## src/udp_tx_pkg.sv

```systemverilog
`default_nettype none

package udp_tx_pkg;

    localparam int MAX_PAYLOAD_BYTES = 256;
    localparam int FIFO_DEPTH        = 512;
    localparam int LEN_QUEUE_DEPTH   = 4;

    localparam int PREAMBLE_BYTES = 7;
    localparam int HEADER_BYTES   = 42;
    localparam int FCS_BYTES      = 4;
    localparam int GAP_BYTES      = 12;

    localparam logic [7:0]  PREAMBLE_BYTE  = 8'h55;
    localparam logic [7:0]  SFD_BYTE       = 8'hD5;
    localparam logic [7:0]  IP_TTL         = 8'd64;
    localparam logic [7:0]  IP_PROTO_UDP   = 8'd17;
    localparam logic [15:0] ETHERTYPE_IPV4 = 16'h0800;

    typedef struct packed {
        logic [47:0] mac;
        logic [31:0] ip;
        logic [15:0] port;
    } endpoint_t;

    typedef logic [10:0] payload_len_t;

    // fields in wire order, msb byte leaves first
    typedef struct packed {
        logic [47:0] eth_dst;
        logic [47:0] eth_src;
        logic [15:0] ethertype;
        logic [7:0]  ver_ihl;
        logic [7:0]  tos;
        logic [15:0] total_len;
        logic [15:0] ident;
        logic [15:0] flags_frag;
        logic [7:0]  ttl;
        logic [7:0]  protocol;
        logic [15:0] ip_csum;
        logic [31:0] src_ip;
        logic [31:0] dst_ip;
        logic [15:0] src_port;
        logic [15:0] dst_port;
        logic [15:0] udp_len;
        logic [15:0] udp_csum;
    } frame_header_t;

    typedef enum logic [2:0] {
        BEAT_PREAMBLE = 3'd0,
        BEAT_SFD      = 3'd1,
        BEAT_HEADER   = 3'd2,
        BEAT_PAYLOAD  = 3'd3,
        BEAT_FCS      = 3'd4
    } beat_kind_t;

    typedef struct packed {
        logic       valid;
        beat_kind_t kind;
        logic [7:0] data;
    } tx_beat_t;

endpackage

`default_nettype wire

```

## src/udp_header_build.sv

```systemverilog
`default_nettype none

module udp_header_build (
    input  udp_tx_pkg::endpoint_t     local_ep_i,
    input  udp_tx_pkg::endpoint_t     remote_ep_i,
    input  udp_tx_pkg::payload_len_t  len_i,
    output udp_tx_pkg::frame_header_t header_o
);

    import udp_tx_pkg::*;

    frame_header_t hdr_base;
    logic [19:0]   csum_sum;
    logic [16:0]   csum_fold1;
    logic [16:0]   csum_fold2;

    // everything except the ip checksum
    always_comb begin
        hdr_base            = '0;
        hdr_base.eth_dst    = remote_ep_i.mac;
        hdr_base.eth_src    = local_ep_i.mac;
        hdr_base.ethertype  = ETHERTYPE_IPV4;
        hdr_base.ver_ihl    = 8'h45;
        hdr_base.tos        = 8'h00;
        hdr_base.total_len  = 16'(len_i) + 16'd28;
        hdr_base.ident      = 16'h0000;
        hdr_base.flags_frag = 16'h0000;
        hdr_base.ttl        = IP_TTL;
        hdr_base.protocol   = IP_PROTO_UDP;
        hdr_base.ip_csum    = 16'h0000;
        hdr_base.src_ip     = local_ep_i.ip;
        hdr_base.dst_ip     = remote_ep_i.ip;
        hdr_base.src_port   = local_ep_i.port;
        hdr_base.dst_port   = remote_ep_i.port;
        hdr_base.udp_len    = 16'(len_i) + 16'd8;
        // udp checksum not computed
        hdr_base.udp_csum   = 16'h0000;
    end

    // ten ipv4 header words, checksum word still zero
    assign csum_sum = 20'({hdr_base.ver_ihl, hdr_base.tos})
                    + 20'(hdr_base.total_len)
                    + 20'(hdr_base.ident)
                    + 20'(hdr_base.flags_frag)
                    + 20'({hdr_base.ttl, hdr_base.protocol})
                    + 20'(hdr_base.ip_csum)
                    + 20'(hdr_base.src_ip[31:16])
                    + 20'(hdr_base.src_ip[15:0])
                    + 20'(hdr_base.dst_ip[31:16])
                    + 20'(hdr_base.dst_ip[15:0]);

    // end-around carry, twice covers the worst case
    assign csum_fold1 = 17'(csum_sum[15:0]) + 17'(csum_sum[19:16]);
    assign csum_fold2 = 17'(csum_fold1[15:0]) + 17'(csum_fold1[16]);

    always_comb begin
        header_o         = hdr_base;
        header_o.ip_csum = ~csum_fold2[15:0];
    end

endmodule

`default_nettype wire

```

## config.mk

```make
export PLATFORM = sky130hd
export DESIGN_NAME = udp_header_build
export DESIGN_NICKNAME = d
export VERILOG_FILES = /design/src/udp_tx_pkg.sv /design/src/udp_header_build.sv
export SDC_FILE = /design/constraint.sdc
export NUM_CORES = 1
export LEC_CHECK = 0
export BUFFER_PORTS_ARGS = -buffer_cell sky130_fd_sc_hd__buf_2
export CORE_AREA = 2 2 211 213
export DETAILED_ROUTE_END_ITERATION = 16
export DIE_AREA = 0 0 213 215
export GPL_ROUTABILITY_DRIVEN = 0
export GPL_TIMING_DRIVEN = 1
export PLACE_DENSITY_LB_ADDON = 0.25
export SLEW_MARGIN = 20
export SYNTH_ARGS = -nofsm -noshare
export SYNTH_HDL_FRONTEND = slang
export SYNTH_SLANG_ARGS = --single-unit
```

## constraint.sdc

```tcl
create_clock -name vclk -period 8.5
set_clock_uncertainty 0.2 [all_clocks]
set_input_delay 0.85 -clock vclk [all_inputs]
set_output_delay 0.85 -clock vclk [all_outputs]
set_load 0.01 [all_outputs]
```

==> metrics.md <==
| Metric | Value |
|---|---|
| Status | finished with violations |
| Failing checks | negative setup slack |
| Total die area | about 46,000 um2 |
| Critical path required time | 7.45 ns |
| Sw Pwr | 1300 uW |
| Global-route wire length before repair | 23.4 mm |
| Worst-Margin Slew | ~0.57 ns |
| Antenna diodes | 0 |
| Final Cycle Share | 109% |
| Power Dens Cells | between 300 and 400 nW/um2 |
| Post-DP Area | slightly above 6000 um2 |
| Fin area | ~6600 um2 |
| Distinct cells, synth | 55 |
| Hold depth | 0 |
| Internal power | roughly 1100 uW |
| Row cnt | 77 |
| Total GRT Usage | 6.67% |
| Synthesized cell area | roughly 5500 um2 |
| FF+latch count | 0 |
| Filler cells | 5,017 |
| Syn_area_per_cell | 7.78 um2 |
| Final WL | 16.5 mm |
| Hold_buf cts | 0 |
| Leak | 0.00345 uW |
| I/O pins | 539 |
| Hold path start | local_ep_i[50] |
| Commonest non-fill, non-tap cell in the layout | buf_2 |
| Flop pwr share | 0% |
| Final Max Slew Viols | 0 |
| Die X | 213 um |
| HPWL after DPL | approximately 15 mm |
| Routed vias | 4,125 |
| Max Cap Viol | 0 |
| DIE HEIGHT | 215 um |
| Number of global-route vias before repair | approximately 4,100 |
| Initial Util | 12.7% |
| Sw frac | 53.3% |
| Data arrival time of the worst path | 8.23 ns |
| First drt pass iteration count | 4 |
| Register area share after synthesis | 0% |
| Most frequent cells in the layout | buf_2 (170), buf_4 (120), inv_1 (117) |
| Final Hold Viols | 0 |
| CP max stage cell | fa_1 |
| Util after Layout | 15.1% |
| FMAX | 108 MHz |
| Largest net degree at the start of global routing | 7 |
| Hold Path Class | in2out |
| Vias/cell | 2.95 |
| Max-slew headroom | around three fifths |
| Routed wire per std cell | ~12 um |
| Register Area | 0 um2 |
| CP Max Fanout | 4 |
| RSZ-0062 raised after global routing | yes |
| GRT Residual Overflow | 0 |
| DRC viols | 0 |
| Area added between synthesis and finish | 19.6% |
| Comb pwr share | 100.0% |
| Clkbuf count | 0 |
| CP endpoint kind | output pin |
| Fin crit period | between 9 and 10 ns |
| Mapped Cells | 710 |
| PortBufs | 179 |
| Final WS setup | -0.782 ns |
| Starting DRT DRC Count | 58 |
| NumNets Final | 1,100 |
| Layout cell share with drive strength beyond 1 | roughly 46% |
| Core Area | 43,600 um2 |
| Setup CP Type | in2out |
| Initial antenna violation count | 1 |
| Clk pwr share | 0% |
| Final setup viols | 12 |
| Antenna Violating Nets Remaining | 0 |
| Yosys warnings | 0 |
| Maximum vdd drop | 0.110 mV |
| Crit-path max cell delay | 0.52 ns |
| Worst Setup Start Kind | input pin |
| Hold Path End | header_o[242] |
## cells by family after synthesis
kind of cell    synth area share (%)
xor+xnor                        6.98
fa+ha+maj                       25.8
simple gates                    9.15
other cells                    0.136
compound gates                  8.65
buf+inv                         49.3
## area by class of cell
class	count	area, um2	area share [%]
multi-input cells	388	3560	53.9
repair buffers	298	1850	27.9
well taps	592	741	11.2
inverters	122	462	6.99
## cell usage after synthesis, types with 2 or more instances
master       n  share of area, %
nor3_1      10              0.91
a21boi_0     2              0.27
ha_1        42               9.5
or2_2        4              0.45
a21oi_1     11               1.0
o311ai_1     2              0.32
nand4_1      2              0.23
nor2_1      19               1.3
a211oi_1     2              0.27
o21ai_1      5              0.45
buf_4      301                41
fa_1        45                16
a21o_1       2              0.27
or4_1        4              0.54
nand3_1      6              0.54
o211ai_1     2              0.27
nor2b_1      2              0.23
nand2_1     14              0.95
xnor2_1     26               4.1
xor2_1      18               2.9
nor2_2       3              0.34
nand2b_1     7              0.79
and3_1       5              0.57
o211a_1      2              0.36
inv_1      122               8.3
a31oi_1      3              0.34
o21ai_0     12               1.1
o21bai_1     2              0.27
o2111ai_1    2              0.32
or2_1        4              0.45
nor4_1       4              0.45
conb_1       2              0.14
## worst max path at each step
stage	slack [ns]	start	end
detailed placement	-1.04	len_i[3]	header_o[139]
CTS	-0.72	len_i[3]	header_o[143]
global placement	-0.89	len_i[3]	header_o[143]
global route	-1.22	len_i[4]	header_o[140]
finish	-0.78	len_i[3]	header_o[140]
floorplan	-0.29	len_i[3]	header_o[143]
## stage by stage
step	power (uW)	std cells	TNS [ns]	setup slack [ns]	hold slack, ns
global route	2720	1400	-11.08	-1.22	1.50
detailed placement	2190	1371	-8.54	-1.04	1.50
finish	2440	1400	-5.33	-0.782	1.50
CTS	2350	1391	-4.77	-0.725	1.50
floorplan	1380	812	-0.562	-0.289	1.57
global placement	2210	1371	-7.10	-0.889	1.50
## power by group through the flow
| stage | clock, uW | sequential [uW] | combinational [uW] |
|---|---|---|---|
| final | 0 | 0 | 2440 |
| after global routing | 0 | 0 | 2720 |
| after CTS | 0 | 0 | 2350 |
| after detailed placement | 0 | 0 | 2190 |
| after global placement | 0 | 0 | 2210 |
| after floorplan | 0 | 0 | 1380 |
## worst max-delay path, delay by kind of cell
family	cells	cell delay [ns]
fa+ha+maj	8	2.64
simple gates	12	1.93
compound gates	11	1.64
buf+inv	9	0.95
xor+xnor	1	0.18
## per-layer routing
metal	global-route usage [%]	part of all wire, %
met4	1.72	2.7
met1	7.40	38
met2	12.5	51
met3	1.64	8.0
met5	0	0
## timing repair
item,in CTS,in global routing
gates resized for setup,34,34
buffers inserted,20,10
hold endpoints to repair,0,0
pin swaps,12,13
endpoints found under the setup margin,13,15
Note: power is estimated with default switching activity, not from simulation.
