## src/udp_tx_pkg.sv

```systemverilog
`default_nettype none

package udp_tx_pkg;

    localparam int MAX_PAYLOAD_BYTES = 256;
    localparam int FIFO_DEPTH        = 512;
    localparam int LEN_QUEUE_DEPTH   = 4;

    localparam int PREAMBLE_BYTES = 7;
    localparam int HEADER_BYTES   = 42;
    localparam int FCS_BYTES      = 4;
    localparam int GAP_BYTES      = 12;

    localparam logic [7:0]  PREAMBLE_BYTE  = 8'h55;
    localparam logic [7:0]  SFD_BYTE       = 8'hD5;
    localparam logic [7:0]  IP_TTL         = 8'd64;
    localparam logic [7:0]  IP_PROTO_UDP   = 8'd17;
    localparam logic [15:0] ETHERTYPE_IPV4 = 16'h0800;

    typedef struct packed {
        logic [47:0] mac;
        logic [31:0] ip;
        logic [15:0] port;
    } endpoint_t;

    typedef logic [10:0] payload_len_t;

    // fields in wire order, msb byte leaves first
    typedef struct packed {
        logic [47:0] eth_dst;
        logic [47:0] eth_src;
        logic [15:0] ethertype;
        logic [7:0]  ver_ihl;
        logic [7:0]  tos;
        logic [15:0] total_len;
        logic [15:0] ident;
        logic [15:0] flags_frag;
        logic [7:0]  ttl;
        logic [7:0]  protocol;
        logic [15:0] ip_csum;
        logic [31:0] src_ip;
        logic [31:0] dst_ip;
        logic [15:0] src_port;
        logic [15:0] dst_port;
        logic [15:0] udp_len;
        logic [15:0] udp_csum;
    } frame_header_t;

    typedef enum logic [2:0] {
        BEAT_PREAMBLE = 3'd0,
        BEAT_SFD      = 3'd1,
        BEAT_HEADER   = 3'd2,
        BEAT_PAYLOAD  = 3'd3,
        BEAT_FCS      = 3'd4
    } beat_kind_t;

    typedef struct packed {
        logic       valid;
        beat_kind_t kind;
        logic [7:0] data;
    } tx_beat_t;

endpackage

`default_nettype wire

```

## src/gmii_tx_stage.sv

```systemverilog
`default_nettype none

module gmii_tx_stage (
    input  logic                 clk_i,
    input  logic                 rst_i,
    input  udp_tx_pkg::tx_beat_t beat_i,
    output logic                 tx_en_o,
    output logic [7:0]           tx_d_o
);

    import udp_tx_pkg::*;

    logic [31:0] crc_q;
    logic        is_fcs;
    logic [7:0]  out_byte;

    // lsb-first crc-32, reflected form of 0x04C11DB7
    function automatic logic [31:0] crc32_byte(input logic [31:0] crc, input logic [7:0] d);
        logic [31:0] c;
        c = crc ^ {24'h000000, d};
        for (int i = 0; i < 8; i++) begin
            if (c[0]) begin
                c = (c >> 1) ^ 32'hEDB88320;
            end else begin
                c = c >> 1;
            end
        end
        return c;
    endfunction

    assign is_fcs   = beat_i.valid && (beat_i.kind == BEAT_FCS);
    assign out_byte = is_fcs ? ~crc_q[7:0] : beat_i.data;

    always_ff @(posedge clk_i) begin
        if (beat_i.valid) begin
            case (beat_i.kind)
                BEAT_SFD: begin
                    crc_q <= '1;
                end
                BEAT_HEADER, BEAT_PAYLOAD: begin
                    crc_q <= crc32_byte(crc_q, beat_i.data);
                end
                BEAT_FCS: begin
                    // next fcs byte moves down to the bottom
                    crc_q <= {8'hFF, crc_q[31:8]};
                end
                default: begin
                    crc_q <= crc_q;
                end
            endcase
        end
    end

    always_ff @(posedge clk_i) begin
        if (rst_i) begin
            tx_en_o <= 1'b0;
        end else begin
            tx_en_o <= beat_i.valid;
        end
    end

    always_ff @(posedge clk_i) begin
        tx_d_o <= out_byte;
    end

endmodule

`default_nettype wire

```

## config.mk

```make
export PLATFORM = sky130hd
export DESIGN_NAME = gmii_tx_stage
export DESIGN_NICKNAME = d
export VERILOG_FILES = /design/src/udp_tx_pkg.sv /design/src/gmii_tx_stage.sv
export SDC_FILE = /design/constraint.sdc
export NUM_CORES = 1
export LEC_CHECK = 0
export BUFFER_PORTS_ARGS = -buffer_cell sky130_fd_sc_hd__buf_2
export CELL_PAD_IN_SITES_DETAIL_PLACEMENT = 0
export CELL_PAD_IN_SITES_GLOBAL_PLACEMENT = 1
export CORE_AREA = 2 2 97 90
export CTS_BUF_LIST = sky130_fd_sc_hd__clkbuf_4 sky130_fd_sc_hd__clkbuf_8 sky130_fd_sc_hd__clkbuf_16
export DETAILED_ROUTE_END_ITERATION = 10
export DIE_AREA = 0 0 99 92
export PLACE_DENSITY_LB_ADDON = 0.1
export REMOVE_ABC_BUFFERS = 1
export SLEW_MARGIN = 20
export SYNTH_ARGS = -nofsm -noshare
export SYNTH_HDL_FRONTEND = slang
export SYNTH_SLANG_ARGS = --single-unit
```

## constraint.sdc

```tcl
create_clock -name clk_i -period 5.7 [get_ports clk_i]
set_input_delay 0.285 -clock clk_i [delete_from_list [all_inputs] [get_ports clk_i]]
set_output_delay 0.285 -clock clk_i [all_outputs]
set_load 0.01 [all_outputs]
```

==> out/metrics.yaml <==
outcome:
  status: "completed"
sta:
  fin_worst_skew_ns: 0.00524
  fin_tns_setup_ns: 0
  slew_headroom_pct: 47.6
  post-route-period-util_pct: 42.1
  hold_viol_final: 0
  finalSetupViolations: 0
  rsz0062_at_grt: "false"
  fmax_ghz: 0.417
  drv_slew: 0
  worst_pin_slew_ns: 0.782
  post-route-min-period_ns: 2.40
hold_path:
  hp-start: "rst_i"
  hold_path_depth: 2
  hold_end: "tx_en_o$_SDFF_PP0_"
  hold_class: "input pin to flop"
power:
  peakVddDrop_uv: 90.8
  power_switching_uw: 255
  swShare_pct: 31.1
  leakagePower_nw: 1.01
  p_per_area_mw_per_mm2: 307
  p_seq_share_pct: 43.7
  combPwrFrac_pct: 32.7
  power.clock.fraction_pct: 23.6
  internal_power_uw: 566
  p_total_uw: 821
route:
  drc: 0
  wirelength_um: 5260
  wl_per_cell_um: 16.0
  via_per_inst: 4.52
  dr.pass1.iters: 4
  first_iter_violations: 67
  ant_nets: 0
  via_count: 1486
synthesis:
  synth_seq_area_share_pct: 48.3
  ys_async_sr_fraction_pct: 0
  synth-edff-count: 32
  synth_top_area_cell: "edfxtp_1"
  syn_area_mm2: 0.00236
  synthTopCellsByCount: "edfxtp_1, nand2_1, xnor2_1"
  ys.warnings.count: 0
  post-synth-top-count-cell: "edfxtp_1"
  synth_top_area_share_pct: 40.7
  ys_top_cells_by_area: "edfxtp_1, xnor2_1, dfxtp_1"
  synthCells: 202
  ys_ff_latch: 41
  syn_area_per_cell_um2: 11.7
  yosys_most_used_dff: "edfxtp_1"
  synth.distinct_cells: 25
critical_path:
  crit_chain: "xor2_1 > xnor3_2 > xnor3_1 > o21ai_1 > a21oi_1"
  crit_path_end_kind: "flop"
  r2r-start: "crc_q[0]$_DFFE_PP_"
  cp-start-kind: "flop"
  worstRegToRegCells: 5
  crit_slowest_cell: "xnor3_2"
  path_class: "flop to flop"
  rr_endpoint: "crc_q[19]$_DFFE_PP_"
  ff2ff_setup_slack_ns: 3.30
  critPathMaxStageDelay_ns: 0.66
  cp.required_ns: 5.76
  worstPathArrival_ns: 2.46
  crit_fanout: 8
grt:
  grt_first_pass_wirelength_um: 8560
  antenna_found_initial: 0
  grt_max_degree: 33
  grt_overflow_total: 0
  grt_pass1_vias: 1507
  grtUsageTotal_pct: 12.7
placed_design:
  finalWeightedCongestion: 0.676
  place_area_mm2: 0.00259
  dp.final_hpwl_um: 3260
  io_buffers: 22
die:
  die_h_um: 92
  fp.dieW_um: 99
  ios: 23
  num_rows: 32
  core_mm2: 0.00821
  dieArea_mm2: 0.00911
  initial_core_util_pct: 28.8
clock_tree:
  cts_setup_buffers: 0
  tritoncts: "done"
  holdBufCountCts: 0
  clk_latency_ns: 0.30
  cts_sinks: 41
  cts-resized-gates: 0
  numCtsBuffers: 5
  clk_pin_slew_ns: 0.09
  clockBufferDepth: 2
  cts-root-buf: "clkbuf_8"
  htreeDepth: 2
finish:
  syn2layout_area_growth_pct: 13.0
  drive_above_1_share_pct: 18.9
  final_area_mm2: 0.00267
  fin_nets: 240
  diodes: 0
  n_fill_cell: 828
job:
  maxCapViolCount: 0
==> worst max-delay path: cells and delay by family, from the launching register on <==
family	cells	cell delay, ns
xor gates and xnor gates	3	1.52
DFF	1	0.43
AOI/OAI and AO/OA	2	0.20
==> stage by stage <==
stage          hold slack, ns  setup WS [ns]  utilization [%]  std cells
2_1_floorplan           0.357           3.50                -        195
3_3_place_gp            0.442           3.28             31.6        321
3_5_place_dp            0.446           3.29             31.6        321
4_1_cts                 0.121           3.28             32.5        329
5_1_grt                 0.124           3.21             32.5        329
6_report                0.128           3.30             32.5        329
==> layout by cell type (no fill, tap or decap), drive strengths merged, types with 2 or more instances in the layout <==
| master | synthesis | final |
|---|---|---|
| a211o | 8 | 8 |
| a21oi | 14 | 14 |
| and2 | 2 | 2 |
| and3 | 3 | 3 |
| buf | 0 | 24 |
| clkbuf | 7 | 5 |
| clkinv | 0 | 3 |
| dfxtp | 9 | 9 |
| edfxtp | 32 | 32 |
| inv | 2 | 2 |
| mux2i | 2 | 2 |
| nand2 | 28 | 28 |
| nor2 | 15 | 15 |
| nor2b | 2 | 2 |
| nor3 | 2 | 2 |
| o21ai | 21 | 21 |
| xnor2 | 35 | 35 |
| xnor3 | 8 | 8 |
| xor2 | 10 | 10 |
==> cell type report <==
type / instances / area (um^2) / share of cell area, %
clock buffers: 5 / 68.8 / 2.58
flip-flops and latches: 41 / 1140 / 42.7
inverters: 2 / 7.51 / 0.281
clock inverters: 3 / 12.5 / 0.468
multi-input cells: 152 / 1190 / 44.5
well taps: 102 / 128 / 4.78
repair buffers: 24 / 125 / 4.68
==> registers in the layout, summed over array words and instances, names as in the netlist <==
register	count
crc_q	32
tx_d_o	8
tx_en_o	1
==> power by group through the flow <==
stage / sequential, mW / clock, mW / combinational [mW]
2_1_floorplan: 0.367 / 0 / 0.213
3_3_place_gp: 0.366 / 0 / 0.274
3_5_place_dp: 0.366 / 0 / 0.274
4_1_cts: 0.359 / 0.202 / 0.276
5_1_grt: 0.361 / 0.216 / 0.298
6_report: 0.359 / 0.194 / 0.269
==> logic make-up (layout without fill, tap and decap cells) <==
group	count (synthesis)	in the layout	share of synthesized area [%]
simple gates	53	53	9.58
compound gates	44	44	10.7
xor+xnor	53	53	29.2
buf+inv	9	34	1.43
flops	41	41	48.3
mux	2	2	0.847
==> worst max path at each step <==
| stage | cells after the start | from | slack (ns) | end |
|---|---|---|---|---|
| floorplan | 5 | crc_q[1]$_DFFE_PP_ | 3.50 | crc_q[20]$_DFFE_PP_ |
| global placement | 5 | crc_q[1]$_DFFE_PP_ | 3.28 | crc_q[20]$_DFFE_PP_ |
| finish | 5 | crc_q[0]$_DFFE_PP_ | 3.30 | crc_q[19]$_DFFE_PP_ |
| global route | 5 | crc_q[0]$_DFFE_PP_ | 3.21 | crc_q[19]$_DFFE_PP_ |
| detailed placement | 5 | crc_q[0]$_DFFE_PP_ | 3.29 | crc_q[19]$_DFFE_PP_ |
| CTS | 5 | crc_q[0]$_DFFE_PP_ | 3.28 | crc_q[19]$_DFFE_PP_ |
==> per-layer routing <==
layer  up-vias  GRT usage, %  wire, um
met4         0          4.11        74
met5         -             0         0
met3         8          2.59       181
met2        25          19.4      2350
met1       705          17.9      2650
li1        748             -         -
(Power assumes the default switching activity.)
