[config.mk]
export PLATFORM = sky130hd
export DESIGN_NAME = frame_sequencer
export DESIGN_NICKNAME = d
export VERILOG_FILES = /design/src/udp_tx_pkg.sv /design/src/frame_sequencer.sv
export SDC_FILE = /design/constraint.sdc
export NUM_CORES = 1
export LEC_CHECK = 0
export BUFFER_PORTS_ARGS = -buffer_cell sky130_fd_sc_hd__buf_2
export CAP_MARGIN = 40
export CORE_MARGIN = 2
export CORE_UTILIZATION = 49
export DETAILED_ROUTE_END_ITERATION = 8
export PLACE_DENSITY = 0.75
export SYNTH_ARGS = -nofsm -noshare
export SYNTH_HDL_FRONTEND = slang
export SYNTH_SLANG_ARGS = --single-unit
export TNS_END_PERCENT = 1
[constraint.sdc]
create_clock -name clk_i -period 10.4 [get_ports clk_i]
set_clock_uncertainty 0.15 [all_clocks]
set_input_delay 0 -clock clk_i [delete_from_list [all_inputs] [get_ports clk_i]]
set_output_delay 0 -clock clk_i [all_outputs]
set_load 0.01 [all_outputs]
[src/udp_tx_pkg.sv]
`default_nettype none

package udp_tx_pkg;

    localparam int MAX_PAYLOAD_BYTES = 256;
    localparam int FIFO_DEPTH        = 512;
    localparam int LEN_QUEUE_DEPTH   = 4;

    localparam int PREAMBLE_BYTES = 7;
    localparam int HEADER_BYTES   = 42;
    localparam int FCS_BYTES      = 4;
    localparam int GAP_BYTES      = 12;

    localparam logic [7:0]  PREAMBLE_BYTE  = 8'h55;
    localparam logic [7:0]  SFD_BYTE       = 8'hD5;
    localparam logic [7:0]  IP_TTL         = 8'd64;
    localparam logic [7:0]  IP_PROTO_UDP   = 8'd17;
    localparam logic [15:0] ETHERTYPE_IPV4 = 16'h0800;

    typedef struct packed {
        logic [47:0] mac;
        logic [31:0] ip;
        logic [15:0] port;
    } endpoint_t;

    typedef logic [10:0] payload_len_t;

    // fields in wire order, msb byte leaves first
    typedef struct packed {
        logic [47:0] eth_dst;
        logic [47:0] eth_src;
        logic [15:0] ethertype;
        logic [7:0]  ver_ihl;
        logic [7:0]  tos;
        logic [15:0] total_len;
        logic [15:0] ident;
        logic [15:0] flags_frag;
        logic [7:0]  ttl;
        logic [7:0]  protocol;
        logic [15:0] ip_csum;
        logic [31:0] src_ip;
        logic [31:0] dst_ip;
        logic [15:0] src_port;
        logic [15:0] dst_port;
        logic [15:0] udp_len;
        logic [15:0] udp_csum;
    } frame_header_t;

    typedef enum logic [2:0] {
        BEAT_PREAMBLE = 3'd0,
        BEAT_SFD      = 3'd1,
        BEAT_HEADER   = 3'd2,
        BEAT_PAYLOAD  = 3'd3,
        BEAT_FCS      = 3'd4
    } beat_kind_t;

    typedef struct packed {
        logic       valid;
        beat_kind_t kind;
        logic [7:0] data;
    } tx_beat_t;

endpackage

`default_nettype wire

[src/frame_sequencer.sv]
`default_nettype none

module frame_sequencer (
    input  logic                      clk_i,
    input  logic                      rst_i,
    input  logic                      pkt_avail_i,
    input  udp_tx_pkg::payload_len_t  pkt_len_i,
    input  udp_tx_pkg::frame_header_t header_i,
    output logic                      pop_o,
    input  logic [7:0]                rd_data_i,
    output logic                      pkt_done_o,
    output udp_tx_pkg::tx_beat_t      beat_o,
    output udp_tx_pkg::payload_len_t  hdr_len_o
);

    import udp_tx_pkg::*;

    typedef enum logic [2:0] {
        ST_IDLE,
        ST_PREAMBLE,
        ST_SFD,
        ST_HEADER,
        ST_PAYLOAD,
        ST_FCS,
        ST_GAP
    } phase_t;

    phase_t                              state;
    logic [10:0]                         cnt;
    logic                                phase_last;
    payload_len_t                        len_q;
    logic [$bits(frame_header_t)-1:0]    hdr_sh;
    logic                                fcs_beat;

    always_comb begin
        case (state)
            ST_PREAMBLE: phase_last = (cnt == 11'(PREAMBLE_BYTES - 1));
            ST_SFD:      phase_last = 1'b1;
            ST_HEADER:   phase_last = (cnt == 11'(HEADER_BYTES - 1));
            ST_PAYLOAD:  phase_last = (cnt == len_q - 1'b1);
            ST_FCS:      phase_last = (cnt == 11'(FCS_BYTES - 1));
            ST_GAP:      phase_last = (cnt == 11'(GAP_BYTES - 1));
            default:     phase_last = 1'b0;
        endcase
    end

    always_ff @(posedge clk_i) begin
        if (rst_i) begin
            state <= ST_IDLE;
            cnt   <= '0;
        end else begin
            if (state == ST_IDLE) begin
                cnt <= '0;
                if (pkt_avail_i) begin
                    state <= ST_PREAMBLE;
                end
            end else if (phase_last) begin
                cnt <= '0;
                case (state)
                    ST_PREAMBLE: state <= ST_SFD;
                    ST_SFD:      state <= ST_HEADER;
                    ST_HEADER:   state <= ST_PAYLOAD;
                    ST_PAYLOAD:  state <= ST_FCS;
                    ST_FCS:      state <= ST_GAP;
                    default:     state <= ST_IDLE;
                endcase
            end else begin
                cnt <= cnt + 1'b1;
            end
        end
    end

    always_ff @(posedge clk_i) begin
        if (state == ST_IDLE && pkt_avail_i) begin
            len_q <= pkt_len_i;
        end
        // header settles from len_q one cycle after leaving idle
        if (state == ST_PREAMBLE && cnt == '0) begin
            hdr_sh <= header_i;
        end else if (state == ST_HEADER) begin
            hdr_sh <= hdr_sh << 8;
        end
    end

    assign hdr_len_o = len_q;

    // fetch one byte ahead of each payload beat
    assign pop_o = (state == ST_HEADER && phase_last) ||
                   (state == ST_PAYLOAD && !phase_last);
    assign pkt_done_o = (state == ST_PAYLOAD) && phase_last;

    always_comb begin
        beat_o = '0;
        case (state)
            ST_PREAMBLE: begin
                beat_o.valid = 1'b1;
                beat_o.kind  = BEAT_PREAMBLE;
                beat_o.data  = PREAMBLE_BYTE;
            end
            ST_SFD: begin
                beat_o.valid = 1'b1;
                beat_o.kind  = BEAT_SFD;
                beat_o.data  = SFD_BYTE;
            end
            ST_HEADER: begin
                beat_o.valid = 1'b1;
                beat_o.kind  = BEAT_HEADER;
                beat_o.data  = hdr_sh[$bits(frame_header_t)-1 -: 8];
            end
            ST_PAYLOAD: begin
                beat_o.valid = 1'b1;
                beat_o.kind  = BEAT_PAYLOAD;
                beat_o.data  = rd_data_i;
            end
            ST_FCS: begin
                // data filled in by the transmit stage
                beat_o.valid = 1'b1;
                beat_o.kind  = BEAT_FCS;
            end
            default: beat_o = '0;
        endcase
    end

    assign fcs_beat = beat_o.valid && (beat_o.kind == BEAT_FCS);

    a_fcs_four_beats: assert property (@(posedge clk_i) disable iff (rst_i)
        $rose(fcs_beat) |-> fcs_beat [*FCS_BYTES] ##1 !fcs_beat);

endmodule

`default_nettype wire

==> results of run 1 <==
-- repair_timing --
item / CTS / global route
hold endpoints to repair: 372 / 0
setup buffers: 0 / 0
hold buffers: 349 / 0
setup endpoints to repair: 0 / 0
-- flip-flops by register name (all words and copies together) (netlist names) --
signal     flops
hdr_sh       336
cnt           11
hdr_len_o     11
state          3
-- layout by cell type (no fill, tap or decap), types with 8 or more instances in the layout --
| master | count |
|---|---|
| inv_1 | 8 |
| o21ai_0 | 15 |
| a21oi_1 | 9 |
| dlygate4sd3_1 | 349 |
| diode_2 | 17 |
| dfxtp_1 | 14 |
| edfxtp_1 | 347 |
| and2_1 | 9 |
| xor2_1 | 9 |
| buf_2 | 382 |
| nand3_1 | 10 |
| nand2_1 | 1003 |
| clkbuf_1 | 8 |
| nand2b_1 | 9 |
| nor2_1 | 22 |
| nor2b_1 | 8 |
| clkbuf_16 | 40 |
-- where the power goes --
part           switching [µW]  internal (µW)
registers                43.3           1770
clock network             580            834
logic                     308            227
-- metal layers --
metal	routed length [µm]	vias to the layer above	global-route usage (%)
met5	40	-	0
met2	25500	914	50.2
met1	18600	6814	34.0
met4	3120	6	17.8
met3	4200	245	6.19
li1	-	6779	-
-- worst reg2reg max path: cells and delay by family (launching register included) --
kind	cells	cell delay (ns)
buffers and inverters	5	1.59
AND/OR/NAND/NOR	3	0.94
flip-flops	1	0.73
-- cell families (layout without fill, tap and decap cells) --
logic type,Yosys count,count (layout),share of synthesized area [%]
flops,361,361,66.5
xor+xnor,17,17,1.01
compound gates,52,52,2.39
simple gates,1102,1102,27.3
other cells,0,17,0
fa+ha+maj,3,3,0.233
mux,4,4,0.249
buf+inv,97,820,2.33
-- final timing paths --
kind	from	end	slack [ns]	cells after the start
worst max-delay path	state[2]	pop_o	6.24	8
worst min-delay path	pkt_len_i[5]	hdr_len_o[5]	0.04	2
worst max register to register	state[0]	hdr_sh[165]	6.60	8
worst min register to register	hdr_sh[187]	hdr_sh[195]	0.35	2
-- stage by stage --
step                cells  total power [µW]  hold slack [ns]  area (µm²)
global placement     2378              2220           0.0282       18300
detailed placement   2381              2240           0.0281       18400
finish               2818              3760           0.0435       23200
floorplan            1636              2110          -0.0809       16100
global route         2815              3890           0.0288       23200
CTS                  2801              3740           0.0239       23200
-- area by class of cell --
type	instances	share of cell area, %
well taps	442	2.38
inverters	8	0.129
clock buffers	48	4.44
clock inverters	23	1.12
flip-flops and latches	361	46.1
repair buffers	741	24.0
diodes	17	0.183
multi-input cells	1178	21.6
==> results.yml, run 1 <==
grt:
  grt_pass1_vias: 14900
  grt_max_degree: 252
  grt_pass1_wl_um: 77100
  grt_antenna_before_repair: 16
  grt-ovfl-total: 0
  groute.usage.overall_pct: 29.4
cts:
  clock_latency_ns: 0.53
  cts_inserted_buffers: 39
  tritoncts: "built"
  h-tree-depth: 2
  cts.sinks: 361
  cts-root-buf: "clkbuf_16"
  ctsLongestPathBuffers: 3
  path_clk_slew_ns: 0.06
  cts_resized: 0
place:
  portBuffers: 382
  place_congestion: 0.859
  dp_hpwl_um: 26800
  dp_slack_ns: 6.51
power:
  vdd_ir_drop_max_mv: 0.151
  p_leak_uw: 0.0103
  pwr_density_cell_mw_per_mm2: 162
min_path:
  min_path_type: "in -> reg"
worst_setup_path:
  slowest_delay_ns: 0.90
  cp-end-kind: "output pin"
  crit_required_ns: 10.25
  crit_family: "simple AND/OR/NAND/NOR gates"
  crit_arrival_ns: 4.01
  path_cells: "or3b_1 -> or4_4 -> and3_4 -> a2111oi_4 -> nand4_4 -> or3_4 -> mux2i_1 -> buf_2"
  crit_buf_inv: 1
  start_kind: "flop"
  crit_type: "reg -> out"
  crit_slowest_cell: "dfxtp_1"
  crit_fanout: 28
yosys:
  synth_edf_count: 347
  ys_types: 56
  synth_top_area_share_pct: 64.8
  syn_avg_cell_area_um2: 9.83
  dominantRegCellSynth: "edfxtp_1"
  ys_ff_latch: 361
  synth_nets: 1997
  async_reset_ff_share_pct: 0
  synth.cell_area_mm2: 0.0161
  synthTopCellsByCount: "nand2_1 (1,004), edfxtp_1 (347), clkbuf_1 (85)"
  synth_seq_area_share_pct: 66.5
  ys.warnings.count: 0
  yosysMostFrequentCell: "nand2_1"
  syn_inst: 1636
  synthTopCellsByArea: "edfxtp_1 (65%), nand2_1 (23%), clkbuf_1 (2.0%), dfxtp_1 (1.7%), nor2_1 (0.51%)"
  synth_area_leader_cell: "edfxtp_1"
detailed_routing:
  via_per_inst: 5.24
  drc: 0
  dr.pass1.iters: 6
  dr_total_vias: 14800
  drtAntennaViolNets: 0
  drt_wl_total_um: 51400
  drtIter0Drc: 1326
  wl_per_cell_um: 18.3
floorplan:
  dieArea_mm2: 0.0343
  die_w_um: 185
  start_util_pct: 49.6
  fp-row-count: 66
  top_level_ports: 383
  coreArea_mm2: 0.0325
  fp.dieH_um: 185
final_layout:
  fillers: 2110
  regArea_mm2: 0.0107
  fin_nets: 2690
  area_delta_synth_final_pct: 44.3
  multi_input_area_mm2: 0.00502
  drive_above_1_share_pct: 19.6
  utilization_pct: 71.5
timing:
  layout_worst_path_cycle_share_pct: 40.0
  fin_setup_tns_ns: 0
  fmax_mhz: 241
  slew_headroom_pct: 23.6
  final_max_slew_viol_count: 0
  finalHoldViolCount: 0
  tightest_slew_ns: 1.15
  setup_viol: 0
  setup_slack_ns: 6.24
  period_needed_ns: 4.16
  rsz0062_at_grt: "false"
status:
  outcome: "finished, final reports clean"
job:
  max_cap_viol_count: 0
Note: power is estimated with default switching activity, not from simulation.
==> run 2, diff against run 1 <==
Settings changed: CORE_UTILIZATION 49 to 50, PLACE_DENSITY 0.75 to 0.73.
Clock period 10.4 ns to 4.2 ns, I/O delays scaled along.
==> results.yml, run 2 (synthesis gave the netlist of run 1 again) <==
cts:
  clock_latency_ns: 0.54
  cts-root-buf: "clkbuf_16"
  holdBufCountCts: 349
  h-tree-depth: 2
  ctsLongestPathBuffers: 3
  path_clk_slew_ns: 0.06
  cts_resized: 0
  cts_setup_buffers: 0
  cts.sinks: 361
  cts_inserted_buffers: 40
  tritoncts: "built"
worst_setup_path:
  crit_required_ns: 4.05
  crit_arrival_ns: 3.76
  crit_fanout: 16
  crit_type: "reg -> out"
  cp-end-kind: "output pin"
  start_kind: "flop"
  path_cells: "or3b_1 -> or4_4 -> and3_4 -> a2111oi_4 -> nand4_4 -> or3_4 -> mux2i_1 -> buf_2"
  slowest_delay_ns: 0.66
  crit_slowest_cell: "dfxtp_1"
grt:
  grt_use_met2_pct: 52.3
  grt_pass1_vias: 15300
  grtUsageMet3_pct: 6.65
  grt-busiest-layer: "met2"
  grt_antenna_before_repair: 4
  groute.usage.overall_pct: 29.7
  grt_max_degree: 230
  grt-ovfl-total: 0
  gr-usage-met1_pct: 33.2
  grt_pass1_wl_um: 77500
power:
  pwr_density_cell_mw_per_mm2: 399
  p_leak_uw: 0.0104
  vdd_ir_drop_max_mv: 0.393
detailed_routing:
  drtAntennaViolNets: 0
  drc: 0
  drtIter0Drc: 1394
  via_per_inst: 5.26
  dr_total_vias: 14600
  wl_per_cell_um: 18.3
  drt_wl_total_um: 50700
  dr.pass1.iters: 5
timing:
  slew_headroom_pct: 31.3
  fin_setup_tns_ns: 0
  final_max_slew_viol_count: 0
  setup_viol: 0
  fmax_mhz: 256
  finalHoldViolCount: 0
  period_needed_ns: 3.91
  rsz0062_at_grt: "false"
  tightest_slew_ns: 1.03
  layout_worst_path_cycle_share_pct: 93.1
min_path:
  min_path_type: "in -> reg"
floorplan:
  fp-row-count: 65
  coreArea_mm2: 0.0316
  die_w_um: 183
  dieArea_mm2: 0.0336
  start_util_pct: 50.8
  fp.dieH_um: 183
  top_level_ports: 383
place:
  place_inst: 2349
  portBuffers: 382
  dp_hpwl_um: 26300
  place_congestion: 0.860
  dpl_cell_area_mm2: 0.0185
final_layout:
  finalNonFillerCells: 2771
  regMostFlops: "hdr_sh"
  fin_area_mm2: 0.0232
  utilization_pct: 73.3
  mostFrequentLayoutCell: "nand2_1"
  area_delta_synth_final_pct: 44.3
  mostFrequentLayoutCells: "nand2_1 (1,003), buf_2 (382), dlygate4sd3_1 (349)"
  fin_nets: 2699
  drive_above_1_share_pct: 19.7
  largest_reg_flops: 336
status:
  outcome: "finished, final reports clean"
job:
  max_cap_viol_count: 0
-- run 2: cell count changes in the layout (fill, tap and decap cells not counted), sizes merged --
| cell | before | now |
|---|---|---|
| bufinv | 5 | 3 |
| buf | 392 | 400 |
| clkinvlp | 3 | 1 |
| clkbuf | 48 | 49 |
| clkinv | 14 | 15 |
| diode | 17 | 4 |
-- run 2: path summary, 6_finish.rpt --
| kind | from | end | cells past startpoint | slack [ns] |
|---|---|---|---|---|
| max | state[2] | pop_o | 8 | 0.29 |
| min | pkt_len_i[4] | hdr_len_o[4] | 2 | 0.04 |
| max reg2reg | state[0] | hdr_sh[116] | 8 | 0.81 |
| min reg2reg | hdr_sh[4] | hdr_sh[12] | 2 | 0.34 |
-- run 2: critical path: cells and delay by family (launching register included) --
family / cells / cell delay (ns)
compound gates: 1 / 0.36
mux: 1 / 0.20
buf+inv: 1 / 0.16
flops: 1 / 0.66
simple gates: 5 / 1.86
-- run 2: per-stage QoR --
step	hold slack, ns	setup slack [ns]	power (µW)
after floorplan	-0.0809	0.428	5130
after global placement	0.0262	0.777	5510
after detailed placement	0.0281	0.862	5550
after CTS	0.0156	0.283	9180
after global routing	0.0406	0.138	9580
final	0.0423	0.290	9250
-- run 2: area by class of cell --
class / instances / area (µm²)
Sequential cell: 361 / 10700
Fill cell: 1975 / 8430
Timing Repair Buffer: 749 / 5690
Multi-Input combinational cell: 1178 / 5030
Clock buffer: 49 / 1060
Tap cell: 402 / 503
Clock inverter: 20 / 188
Inverter: 8 / 30.0
Antenna cell: 4 / 10.0
-- run 2: layer usage --
layer	wire (µm)	part of all wire, %
met4	2990	5.9
met3	3900	7.7
met5	0	0
met1	18200	36
met2	25600	50
-- run 2: where the power goes --
| group | switching (µW) | leakage (µW) | total, µW | internal, µW |
|---|---|---|---|---|
| Clock | 1460 | 0.000607 | 3430 | 1970 |
| Combinational | 764 | 0.00638 | 1340 | 575 |
| Sequential | 104 | 0.00339 | 4480 | 4370 |
| Total | 2330 | 0.0104 | 9250 | 6920 |
